--- src/clio_cfg.svh ---
/*
 * clio register file configuration
 * revision word, bad-read marker, reset values and block address ranges
 */
`ifndef CLIO_CFG_SVH
`define CLIO_CFG_SVH

// fixed words
`define CLIO_REVISION     32'h0202_0000 // version in high byte
`define CLIO_BAD_READ     32'hBADA_CCE5 // returned for unmapped reads
`define CLIO_EXPCTL_RESET 32'h0000_0080 // cpu owns the expansion bus

// storage sizes
`define CLIO_TIMER_PAIRS  16            // count/backup pairs
`define CLIO_SLACK_BITS   10            // slack keeps low bits only

// byte address ranges, inclusive
`define CLIO_IRQ_BASE     16'h0040      // irq0 set
`define CLIO_IRQ_LAST     16'h007C      // end of interrupt window
`define CLIO_TMR_BASE     16'h0100      // timer_count_0
`define CLIO_TMR_LAST     16'h017C      // timer_backup_15
`define CLIO_TCTRL_BASE   16'h0200      // timer ctrl low set
`define CLIO_TCTRL_LAST   16'h020C      // timer ctrl high clear

`endif

--- src/clio_pkg.sv ---
/*
 * clio shared types
 * bus words, cpu word addresses and per-block word offsets
 */
package clio_pkg;

	// cpu data bus word
	typedef logic [31:0] clio_word_t;

	// cpu word address, byte address bits 15..2
	typedef logic [13:0] clio_addr_t;

	// word offset inside 0x000..0x7fc, byte address bits 10..2
	typedef logic [8:0] clio_off_t;

endpackage

--- src/clio_reg_if.sv ---
/*
 * clio register block bus
 * one write strobe, offset and data out to a block, read data and hit back
 */
`timescale 1ns/10ps

interface clio_reg_if import clio_pkg::*; ();

	logic       wr;     // write strobe, this block only
	clio_off_t  off;    // word offset in the 2k window
	clio_word_t wdata;  // cpu write data
	clio_word_t rdata;  // register contents at off
	logic       hit;    // block owns off

	modport decode (
		output wr, off, wdata,
		input  rdata, hit
	);

	modport block (
		input  wr, off, wdata,
		output rdata, hit
	);

endinterface

--- src/clio_addr_decode.sv ---
/*
 * clio address decoder
 * steers the cpu write strobe to one register block and muxes read data back
 */
`timescale 1ns/10ps
`include "clio_cfg.svh"

module clio_addr_decode import clio_pkg::*; (
	input  clio_addr_t     cpu_addr,
	input  clio_word_t     cpu_din,
	input  logic           cpu_wr,
	output clio_word_t     cpu_dout,
	clio_reg_if.decode     sys_bus,
	clio_reg_if.decode     irq_bus,
	clio_reg_if.decode     tmr_bus
);

	logic [15:0] byte_addr; // cpu byte address
	logic        in_window; // inside the 2k register window
	logic        irq_range;
	logic        tmr_range;
	logic        irq_sel;
	logic        tmr_sel;
	logic        sys_sel;

	assign byte_addr = {cpu_addr, 2'b00};
	assign in_window = (cpu_addr[13:9] == 5'd0); // byte bits 15..11 clear

	assign irq_range = (byte_addr >= `CLIO_IRQ_BASE) && (byte_addr <= `CLIO_IRQ_LAST);
	assign tmr_range = ((byte_addr >= `CLIO_TMR_BASE) && (byte_addr <= `CLIO_TMR_LAST)) ||
		((byte_addr >= `CLIO_TCTRL_BASE) && (byte_addr <= `CLIO_TCTRL_LAST));

	// spare sits inside the interrupt window, so words the irq block
	// does not claim fall through to the system block
	assign irq_sel = in_window & irq_range & irq_bus.hit;
	assign tmr_sel = in_window & tmr_range;
	assign sys_sel = in_window & ~irq_sel & ~tmr_sel;

	assign sys_bus.off   = cpu_addr[8:0]; // shared offset
	assign irq_bus.off   = cpu_addr[8:0];
	assign tmr_bus.off   = cpu_addr[8:0];
	assign sys_bus.wdata = cpu_din;
	assign irq_bus.wdata = cpu_din;
	assign tmr_bus.wdata = cpu_din;

	assign sys_bus.wr = cpu_wr & sys_sel; // one block at most
	assign irq_bus.wr = cpu_wr & irq_sel;
	assign tmr_bus.wr = cpu_wr & tmr_sel;

	always_comb begin
		cpu_dout = `CLIO_BAD_READ; // unmapped default
		if (irq_sel) begin
			cpu_dout = irq_bus.rdata; // hit already checked
		end else if (tmr_sel && tmr_bus.hit) begin
			cpu_dout = tmr_bus.rdata;
		end else if (sys_sel && sys_bus.hit) begin
			cpu_dout = sys_bus.rdata;
		end
	end

endmodule

--- src/clio_sys_regs.sv ---
/*
 * clio system registers
 * revision, sysbits, vint, status, spare, hdelay, slack and expctl
 */
`timescale 1ns/10ps
`include "clio_cfg.svh"

module clio_sys_regs import clio_pkg::*; (
	input  logic       clk_25m,
	input  logic       reset_n,
	clio_reg_if.block  bus
);

	localparam clio_off_t OFF_REVISION   = 9'h000; // 0x000, read only
	localparam clio_off_t OFF_CSYSBITS   = 9'h001; // 0x004
	localparam clio_off_t OFF_VINT0      = 9'h002; // 0x008
	localparam clio_off_t OFF_VINT1      = 9'h003; // 0x00c
	localparam clio_off_t OFF_CSTATBITS  = 9'h00A; // 0x028
	localparam clio_off_t OFF_SPARE      = 9'h017; // 0x05c
	localparam clio_off_t OFF_HDELAY     = 9'h020; // 0x080
	localparam clio_off_t OFF_SLACK      = 9'h088; // 0x220
	localparam clio_off_t OFF_EXPCTL_SET = 9'h100; // 0x400
	localparam clio_off_t OFF_EXPCTL_CLR = 9'h101; // 0x404

	clio_word_t csysbits;
	clio_word_t vint0;   // vertical line irq 0
	clio_word_t vint1;   // vertical line irq 1
	clio_word_t cstatbits; // bit 0 power on
	clio_word_t spare;
	clio_word_t hdelay;
	clio_word_t expctl;  // expansion bus direction
	logic [`CLIO_SLACK_BITS-1:0] slack; // upper bits dropped

	always_ff @(posedge clk_25m or negedge reset_n) begin
		if (!reset_n) begin
			csysbits  <= '0;
			vint0     <= '0;
			vint1     <= '0;
			cstatbits <= 32'h0000_0001; // por flag
			spare     <= '0;
			hdelay    <= '0;
			slack     <= '0;
			expctl    <= `CLIO_EXPCTL_RESET;
		end else if (bus.wr) begin
			case (bus.off)
				OFF_CSYSBITS:   csysbits  <= bus.wdata;
				OFF_VINT0:      vint0     <= bus.wdata;
				OFF_VINT1:      vint1     <= bus.wdata;
				OFF_CSTATBITS:  cstatbits <= bus.wdata;
				OFF_SPARE:      spare     <= bus.wdata;
				OFF_HDELAY:     hdelay    <= bus.wdata;
				OFF_SLACK:      slack     <= bus.wdata[`CLIO_SLACK_BITS-1:0];
				OFF_EXPCTL_SET: expctl    <= expctl | bus.wdata;  // set bits
				OFF_EXPCTL_CLR: expctl    <= expctl & ~bus.wdata; // clear bits
				default: ; // revision and holes ignore writes
			endcase
		end
	end

	always_comb begin
		bus.hit = 1'b1;
		case (bus.off)
			OFF_REVISION:   bus.rdata = `CLIO_REVISION;
			OFF_CSYSBITS:   bus.rdata = csysbits;
			OFF_VINT0:      bus.rdata = vint0;
			OFF_VINT1:      bus.rdata = vint1;
			OFF_CSTATBITS:  bus.rdata = cstatbits;
			OFF_SPARE:      bus.rdata = spare;
			OFF_HDELAY:     bus.rdata = hdelay;
			OFF_SLACK:      bus.rdata = clio_word_t'(slack); // zero extended
			OFF_EXPCTL_SET,
			OFF_EXPCTL_CLR: bus.rdata = expctl; // same reg both addrs
			default: begin
				bus.rdata = '0;
				bus.hit   = 1'b0; // not ours
			end
		endcase
	end

endmodule

--- src/clio_irq_ctrl.sv ---
/*
 * clio interrupt controller
 * pending and enable banks with set/clear access, mode reg, firq_n out
 */
`timescale 1ns/10ps

module clio_irq_ctrl import clio_pkg::*; (
	input  logic       clk_25m,
	input  logic       reset_n,
	clio_reg_if.block  bus,
	output logic       firq_n
);

	clio_word_t irq0;        // pending bank 0
	clio_word_t irq0_enable; // mask bank 0
	clio_word_t irq1;        // pending bank 1
	clio_word_t irq1_enable; // mask bank 1
	clio_word_t mode;

	// even offset sets, odd offset clears
	always_ff @(posedge clk_25m or negedge reset_n) begin
		if (!reset_n) begin
			irq0        <= '0;
			irq0_enable <= '0;
			irq1        <= '0;
			irq1_enable <= '0;
			mode        <= '0;
		end else if (bus.wr) begin
			case (bus.off)
				9'h010: irq0        <= irq0 | bus.wdata;         // 0x40
				9'h011: irq0        <= irq0 & ~bus.wdata;        // 0x44
				9'h012: irq0_enable <= irq0_enable | bus.wdata;  // 0x48
				9'h013: irq0_enable <= irq0_enable & ~bus.wdata; // 0x4c
				9'h014: mode        <= mode | bus.wdata;         // 0x50
				9'h015: mode        <= mode & ~bus.wdata;        // 0x54
				9'h018: irq1        <= irq1 | bus.wdata;         // 0x60
				9'h019: irq1        <= irq1 & ~bus.wdata;        // 0x64
				9'h01A: irq1_enable <= irq1_enable | bus.wdata;  // 0x68
				9'h01B: irq1_enable <= irq1_enable & ~bus.wdata; // 0x6c
				default: ;
			endcase
		end
	end

	always_comb begin
		bus.hit = 1'b1;
		case (bus.off)
			9'h010, 9'h011: bus.rdata = irq0;
			9'h012, 9'h013: bus.rdata = irq0_enable;
			9'h014, 9'h015: bus.rdata = mode;
			9'h018, 9'h019: bus.rdata = irq1;
			9'h01A, 9'h01B: bus.rdata = irq1_enable;
			default: begin
				bus.rdata = '0;
				bus.hit   = 1'b0; // 0x58/0x5c and gaps go elsewhere
			end
		endcase
	end

	// fiq while any pending bit is also enabled
	assign firq_n = ~(|(irq0 & irq0_enable) | |(irq1 & irq1_enable));

endmodule

--- src/clio_timer_regs.sv ---
/*
 * clio timer registers
 * count/backup word storage and the 64-bit timer control word
 */
`timescale 1ns/10ps
`include "clio_cfg.svh"

module clio_timer_regs import clio_pkg::*; (
	input  logic       clk_25m,
	input  logic       reset_n,
	clio_reg_if.block  bus
);

	localparam int TMR_WORDS = 2 * `CLIO_TIMER_PAIRS; // count, backup per pair
	localparam int IDX_W     = $clog2(TMR_WORDS);
	localparam clio_off_t TMR_FIRST   = clio_off_t'(`CLIO_TMR_BASE >> 2);
	localparam clio_off_t TMR_END     = clio_off_t'(`CLIO_TMR_LAST >> 2);
	localparam clio_off_t TCTRL_FIRST = clio_off_t'(`CLIO_TCTRL_BASE >> 2);
	localparam clio_off_t TCTRL_END   = clio_off_t'(`CLIO_TCTRL_LAST >> 2);

	clio_word_t        tmr_mem [TMR_WORDS]; // even count, odd backup
	logic [63:0]       timer_ctrl;
	logic              tmr_hit;    // offset in count/backup area
	logic              tctrl_hit;  // offset in control word area
	logic [IDX_W-1:0]  tmr_idx;
	logic [1:0]        tctrl_rel;  // bit 1 half, bit 0 clear

	assign tmr_hit   = (bus.off >= TMR_FIRST) && (bus.off <= TMR_END);
	assign tctrl_hit = (bus.off >= TCTRL_FIRST) && (bus.off <= TCTRL_END);
	assign tmr_idx   = IDX_W'(bus.off - TMR_FIRST);
	assign tctrl_rel = 2'(bus.off - TCTRL_FIRST);

	always_ff @(posedge clk_25m or negedge reset_n) begin
		if (!reset_n) begin
			for (int i = 0; i < TMR_WORDS; i++) begin
				tmr_mem[i] <= '0;
			end
			timer_ctrl <= '0;
		end else if (bus.wr) begin
			if (tmr_hit) begin
				tmr_mem[tmr_idx] <= bus.wdata; // plain store
			end else if (tctrl_hit) begin
				case (tctrl_rel)
					2'd0: timer_ctrl[31:0]  <= timer_ctrl[31:0] | bus.wdata;   // 0x200
					2'd1: timer_ctrl[31:0]  <= timer_ctrl[31:0] & ~bus.wdata;  // 0x204
					2'd2: timer_ctrl[63:32] <= timer_ctrl[63:32] | bus.wdata;  // 0x208
					2'd3: timer_ctrl[63:32] <= timer_ctrl[63:32] & ~bus.wdata; // 0x20c
				endcase
			end
		end
	end

	always_comb begin
		bus.hit   = tmr_hit | tctrl_hit;
		bus.rdata = '0;
		if (tmr_hit) begin
			bus.rdata = tmr_mem[tmr_idx];
		end else if (tctrl_hit) begin
			bus.rdata = tctrl_rel[1] ? timer_ctrl[63:32] : timer_ctrl[31:0]; // half by addr
		end
	end

endmodule

--- src/clio_top.sv ---
/*
 * clio register file top
 * cpu facing ports, address decoder and the three register blocks
 */
`timescale 1ns/10ps

module clio_top import clio_pkg::*; (
	input  logic       clk_25m,
	input  logic       reset_n,
	input  clio_addr_t cpu_addr,  // word address
	input  clio_word_t cpu_din,
	input  logic       cpu_wr,    // one cycle per write
	output clio_word_t cpu_dout,  // combinational read
	output logic       firq_n     // to the arm fiq
);

	clio_reg_if sys_bus ();
	clio_reg_if irq_bus ();
	clio_reg_if tmr_bus ();

	clio_addr_decode u_decode (
		.cpu_addr (cpu_addr),
		.cpu_din  (cpu_din),
		.cpu_wr   (cpu_wr),
		.cpu_dout (cpu_dout),
		.sys_bus  (sys_bus.decode),
		.irq_bus  (irq_bus.decode),
		.tmr_bus  (tmr_bus.decode)
	);

	clio_sys_regs u_sys (
		.clk_25m (clk_25m),
		.reset_n (reset_n),
		.bus     (sys_bus.block)
	);

	clio_irq_ctrl u_irq (
		.clk_25m (clk_25m),
		.reset_n (reset_n),
		.bus     (irq_bus.block),
		.firq_n  (firq_n)
	);

	clio_timer_regs u_tmr (
		.clk_25m (clk_25m),
		.reset_n (reset_n),
		.bus     (tmr_bus.block)
	);

endmodule

--- config.mk ---
export PLATFORM = sky130hd
export DESIGN_NAME = clio_top
export DESIGN_NICKNAME = d
export VERILOG_FILES = /design/src/clio_pkg.sv /design/src/clio_reg_if.sv /design/src/clio_addr_decode.sv /design/src/clio_sys_regs.sv /design/src/clio_irq_ctrl.sv /design/src/clio_timer_regs.sv /design/src/clio_top.sv
export VERILOG_INCLUDE_DIRS = /design/src
export SDC_FILE = /design/constraint.sdc
export NUM_CORES = 2
export LEC_CHECK = 0
export BUFFER_PORTS_ARGS = -buffer_cell sky130_fd_sc_hd__buf_2
export CAP_MARGIN = 20
export CORE_ASPECT_RATIO = 1.4
export CORE_MARGIN = 2
export CORE_UTILIZATION = 69
export DETAILED_ROUTE_END_ITERATION = 10
export HOLD_SLACK_MARGIN = 0.06
export PLACE_DENSITY_LB_ADDON = 0.12
export RECOVER_POWER = 50
export SLEW_MARGIN = 30
export SYNTH_ARGS = -nofsm -noshare
export SYNTH_HDL_FRONTEND = slang
export SYNTH_HIERARCHICAL = 1
export SYNTH_SLANG_ARGS = --single-unit
--- constraint.sdc ---
create_clock -name clk_25m -period 6.4 [get_ports clk_25m]
set_input_delay 0.64 -clock clk_25m [delete_from_list [all_inputs] [get_ports clk_25m]]
set_output_delay 0.64 -clock clk_25m [all_outputs]
set_load 0.02 [all_outputs]
# Word level (Yosys, flattened, before mapping)
# Index checks and enable logic that the tools add are counted.
word_totals:
  register_bits: 1482
  out_inout_bits: 33
  wordCells: 187
classes:
  n_addsub: 2
  n_lt_le_gt_ge: 12
  eq_ne: 22
  n_mux: 24
  bitwise_logic: 34
  n_reduce_logical: 46
op_table:
  columns: ["operator", "count"]
  rows:
  - ["1024-bit bitwise mux", 1]
  - ["32-bit case mux with 2 select lines", 8]
  - ["32-bit AND", 10]
  - ["32-bit two-way mux", 9]
  - ["32-bit case mux with 9 select lines", 1]
  - ["32-bit bitwise OR", 8]
  - ["32-bit binary-select mux with 5-bit select", 1]
  - ["32-bit demux with 5-bit select", 1]
  - ["32-bit case mux with 5 select lines", 1]
  - ["9-bit by 5-bit == test with 1-bit output, second input constant", 11]
  - ["32-bit OR reduction", 2]
  - ["32-bit inverter", 1]
  - ["2-bit AND reduction", 14]
  - ["10-bit OR reduction", 2]
  - ["9-bit by 2-bit == test with 1-bit output, second input constant", 2]
  - ["9-bit == test, second input constant", 2]
  - ["16-bit by 10-bit >= comparator with 1-bit output, second input constant", 1]
  - ["16-bit by 7-bit >= comparator with 1-bit output, second input constant", 1]
  - ["16-bit by 9-bit >= comparator with 1-bit output, second input constant", 1]
  - ["16-bit by 10-bit less-or-equal comparator with 1-bit output, second input constant", 1]
  - ["16-bit by 7-bit less-or-equal comparator with 1-bit output, second input constant", 1]
  - ["16-bit by 9-bit less-or-equal comparator with 1-bit output, second input constant", 1]
  - ["2-bit nonzero test", 8]
  - ["2-bit OR reduction", 6]
  - ["25 further kinds", 46]

# Depth between registers and ports, before layout
depth:
  depth_word: 11
  depth_mapped: 14

# Cells and area by module
# Netlist, hierarchy kept.
by_module_without_submodules:
  columns: ["mod", "n_inst", "cells_each", "area_per_inst_um2", "seq_area_each_um2"]
  rows:
  - ["clio_timer_regs", 1, 3629, 49587.6, 27226.1]
  - ["clio_sys_regs", 1, 859, 10935.5, 5858.1]
  - ["clio_irq_ctrl", 1, 780, 8351.8, 4003.8]
  - ["clio_addr_decode", 1, 299, 2107.0, 0.0]

# Worst setup path after synthesis
# OpenSTA, ideal clock, no wires.
synth_timing:
  path_kind: "input port to output port"
  from: "input port cpu_addr[4]"
  to: "output port cpu_dout[12]"
  arrival_time_ps: 3000
  path_slack_ps: 2760
  path_stages: 11
  cell_sequence: "buf_4 or4_1 buf_2 nor2_4 buf_2 nor3_1 o21ai_0 clkbuf_1 clkbuf_1 nand4_1 nand3_1"
synth_via:
  word_cells_on_any_way: 68
synth_rtl:
  columns: ["element", "line", "rtl"]
  rows:
  - ["from (decl)", "clio_top.sv:10", "input clio_addr_t cpu_addr,"]
  - ["9-bit by 1-bit == test with 1-bit output (tied with other cells)", "clio_sys_regs.sv:62", "case (bus.off)"]
  - ["10-bit OR reduction (no line) (*)", null, null]
  - ["1-bit two-way mux (*)", "clio_sys_regs.sv:62", null]
  - ["named net sys_bus.hit", "clio_reg_if.sv:13", "logic hit;"]
  - ["1-bit logical AND (*)", "clio_addr_decode.sv:56", "end else if (sys_sel && sys_bus.hit) begin"]
  - ["32-bit two-way mux (*)", "clio_addr_decode.sv:56", null]
  - ["32-bit two-way mux (*)", "clio_addr_decode.sv:54", "end else if (tmr_sel && tmr_bus.hit) begin"]
  - ["32-bit two-way mux (*)", "clio_addr_decode.sv:52", "if (irq_sel) begin"]
  - ["to (decl)", "clio_top.sv:13", "output clio_word_t cpu_dout,"]
# Mark *: on every way through the listed nets, which the timed path passes. The rest lies on a longest branch. The select of a mux whose other input is x is not followed.

# Final worst setup path
layout_timing:
  from: "input port cpu_addr[2]"
  to: "output port cpu_dout[5]"
layout_via:
  word_cells_on_any_way: 68
layout_rtl:
  columns: ["element", "line", "rtl"]
  rows:
  - ["9-bit == test", "clio_sys_regs.sv:62", null]
  - ["2-bit OR reduction", "clio_sys_regs.sv:62", null]
  - ["32-bit case mux with 9 select lines (*)", "clio_sys_regs.sv:62", null]
  - ["named net sys_bus.rdata[5]", "clio_reg_if.sv:12", "clio_word_t rdata;"]
  - ["32-bit two-way mux (*)", "clio_addr_decode.sv:56", null]
  - ["32-bit two-way mux (*)", "clio_addr_decode.sv:54", null]
  - ["32-bit two-way mux (*)", "clio_addr_decode.sv:52", null]
# Marks and branches as above.

==> impl_metrics.env <==
export IMPL_die_w_um=275
export IMPL_cts_tree="built"
export IMPL_postPlaceCellArea_um2=71100
export IMPL_drive_gt1_share_pct=32.8
export IMPL_regArea_um2=37100
export IMPL_nNetsFinal=5307
export IMPL_ioPinCount=82
export IMPL_final_cell_mix="1480 x dfrtp_1, 1164 x mux2_2, 616 x mux2i_1, 291 x o22ai_1, 147 x clkbuf_16"
export IMPL_gr_total_overflow=0
export IMPL_dieArea_um2=105000
export IMPL_grt_pass1_wl_mm=295
export IMPL_wl_per_cell_um=28.9
export IMPL_first_pass_iters=8
export IMPL_status="complete, but fails checks"
export IMPL_tightest_slew_ns=3.72
export IMPL_synthCells=5567
export IMPL_synth_edff_count=0
export IMPL_synth_cell_type_count=73
export IMPL_start_util_pct=69.4
export IMPL_ir_drop_v=0.000350
export IMPL_num_vias=46775
export IMPL_violations="capacitance limit, slew limit"
export IMPL_portBuffers=81
export IMPL_fmax_mhz=192
export IMPL_grt_max_degree=176
export IMPL_worstPathArrival_ns=4.56
export IMPL_relSlewSlack_pct=-148
export IMPL_avgSynthCellArea_um2=12.8
export IMPL_period_share_pct=81.2
export IMPL_critPathMaxFanout=28
export IMPL_required_ns=5.76
export IMPL_dp_hpwl_mm=119
export IMPL_synthArstFlopShare_pct=100
export IMPL_fill_cells=6755
export IMPL_setup_viol=0
export IMPL_cts_setup_buffers=0
export IMPL_vias_per_cell=6.99
export IMPL_cts_root_buf="clkbuf_16"
export IMPL_drt_wl_total_mm=193
export IMPL_synthToLayoutAreaGrowth_pct=6.66
export IMPL_holdCritPathClass="in2reg"
export IMPL_cts_sinks=1482
export IMPL_numCtsBuffers=139
export IMPL_rrSetupSlack_ns=5.42
export IMPL_clock_path_buffers=3
export IMPL_ys_warn_count=6
export IMPL_stdcell_area_um2=75700
export IMPL_synthFlopType="dfrtp_1"
export IMPL_powerDensity_nw_per_um2=244
export IMPL_maxCapViolations=6
export IMPL_yosysSeqAreaShare_pct=52.3
export IMPL_critPathKind="in2out"
export IMPL_cp_end_kind="output port"
export IMPL_core_um2=102000
export IMPL_slew_violations=239
export IMPL_grt_total_usage_pct=37.2
export IMPL_syn_area_um2=71000
export IMPL_clock_latency_ns=0.76
export IMPL_drtIter0Drc=4626
export IMPL_final_common_cell="dfrtp_1"
export IMPL_hold_viol=0
export IMPL_p_leak_nw=37.7
export IMPL_drc_errors=0
export IMPL_rsz0062_at_grt="no"
export IMPL_fp_row_count=139
export IMPL_synth_ff_latch_count=1482
export IMPL_dieHeight_um=384
export IMPL_fin_skew_ns=0
export IMPL_fin_crit_ns=5.20
export IMPL_antenna_found_initial=4
export IMPL_ant_nets=0
export IMPL_crit_path_start="cpu_addr[2]"
export IMPL_htreeDepth=4
export IMPL_start_kind="input pin"
export IMPL_tns_ns=0
export IMPL_multi_input_area_um2=30400
export IMPL_reg2reg_depth=2
export IMPL_gp_congestion=0.977
export IMPL_first_global_vias=47998
export IMPL_endpoint="cpu_dout[5]"
export IMPL_syn_nets=5616
export IMPL_cts_clk_slew_worst_paths_ns=0.06
[power breakdown]
group          internal, mW  switching, mW
clock                  4.76           3.52
sequential             9.37        0.00148
combinational         0.185          0.647
[cell type report]
type	count	share of cell area [%]
diodes	1	0.00331
clock buffers	202	5.46
clock inverters	34	0.516
inverters	55	0.273
multi-input cells	3360	40.2
flip-flops and latches	1482	49.0
well taps	1339	2.21
repair buffers	220	2.38
[per-layer routing]
| layer | up-vias | wire length [um] | part of all wire [%] | global-route usage [%] |
|---|---|---|---|---|
| li1 | 19822 | - | - | - |
| met1 | 24287 | 72100 | 37 | 46.4 |
| met2 | 2017 | 94800 | 49 | 61.1 |
| met3 | 645 | 12700 | 6.6 | 5.90 |
| met4 | 4 | 13800 | 7.1 | 22.7 |
| met5 | - | 20 | 0.010 | 0 |
[cells by family (layout without fill, tap and decap cells)]
family / count (synthesis) / in the layout / synth area share (%)
other: 0 / 1 / 0
buffers and inverters: 725 / 511 / 5.10
multiplexers: 1884 / 1884 / 29.5
AO/OA/AOI/OAI: 885 / 885 / 8.10
flip-flops: 1482 / 1482 / 52.3
AND/OR/NAND/NOR: 591 / 591 / 5.10
[cells in the mapped netlist (55+ instances only)]
| library cell | number | area share, % |
|---|---|---|
| dfrtp_1 | 1480 | 52 |
| mux2_2 | 1164 | 18 |
| mux2i_1 | 616 | 8.7 |
| clkbuf_1 | 317 | 1.7 |
| o22ai_1 | 291 | 2.6 |
| buf_4 | 148 | 1.6 |
| nand2_1 | 129 | 0.68 |
| buf_2 | 128 | 0.90 |
| o21ai_0 | 116 | 0.82 |
| a21oi_1 | 100 | 0.71 |
| a31oi_1 | 98 | 0.86 |
| o31ai_1 | 96 | 1.0 |
| nor2_1 | 93 | 0.49 |
| a22oi_1 | 71 | 0.75 |
| or4_1 | 66 | 0.70 |
| nor3_1 | 57 | 0.40 |
| inv_1 | 55 | 0.29 |
[critical path: stages]
cell and delay (ns):
buf_2 0.60, clkbuf_1 0.67, and4_1 0.59, and3_1 0.84, a2111oi_0 0.25, nand3_1 0.23, nor4b_1 0.09, nor3_1 0.38
buf_2 0.24
[stage by stage]
stage	instances	utilization [%]	power (mW)	setup slack, ns	hold WS (ns)
final	6693	74.0	18.5	1.20	0.330
after global routing	6692	74.0	19.0	0.796	0.320
after CTS	6687	74.0	18.6	1.48	0.291
after detailed placement	6450	69.6	10.4	1.32	0.474
after global placement	6444	69.4	10.4	1.44	0.461
after floorplan	5567	-	10.0	2.76	0.344
[worst min path at each step]
| stage | cells past startpoint | from | endpoint | slack [ns] |
|---|---|---|---|---|
| floorplan | 0 | reset_n | async pin | 0.34 |
| finish | 2 | cpu_din[16] | register | 0.33 |
| global route | 2 | cpu_din[16] | register | 0.32 |
| global placement | 1 | u_sys/spare[1]$_DFFE_PN0P_ | u_sys/spare[1]$_DFFE_PN0P_ | 0.46 |
| detailed placement | 1 | u_sys/spare[3]$_DFFE_PN0P_ | u_sys/spare[3]$_DFFE_PN0P_ | 0.47 |
| CTS | 2 | cpu_addr[0] | register | 0.29 |
[what timing repair did]
action,CTS,global route
resized for setup,0,0
endpoints found under the hold margin,112,0
hold buffers,1,0
Power figures use the tool's default switching activity.
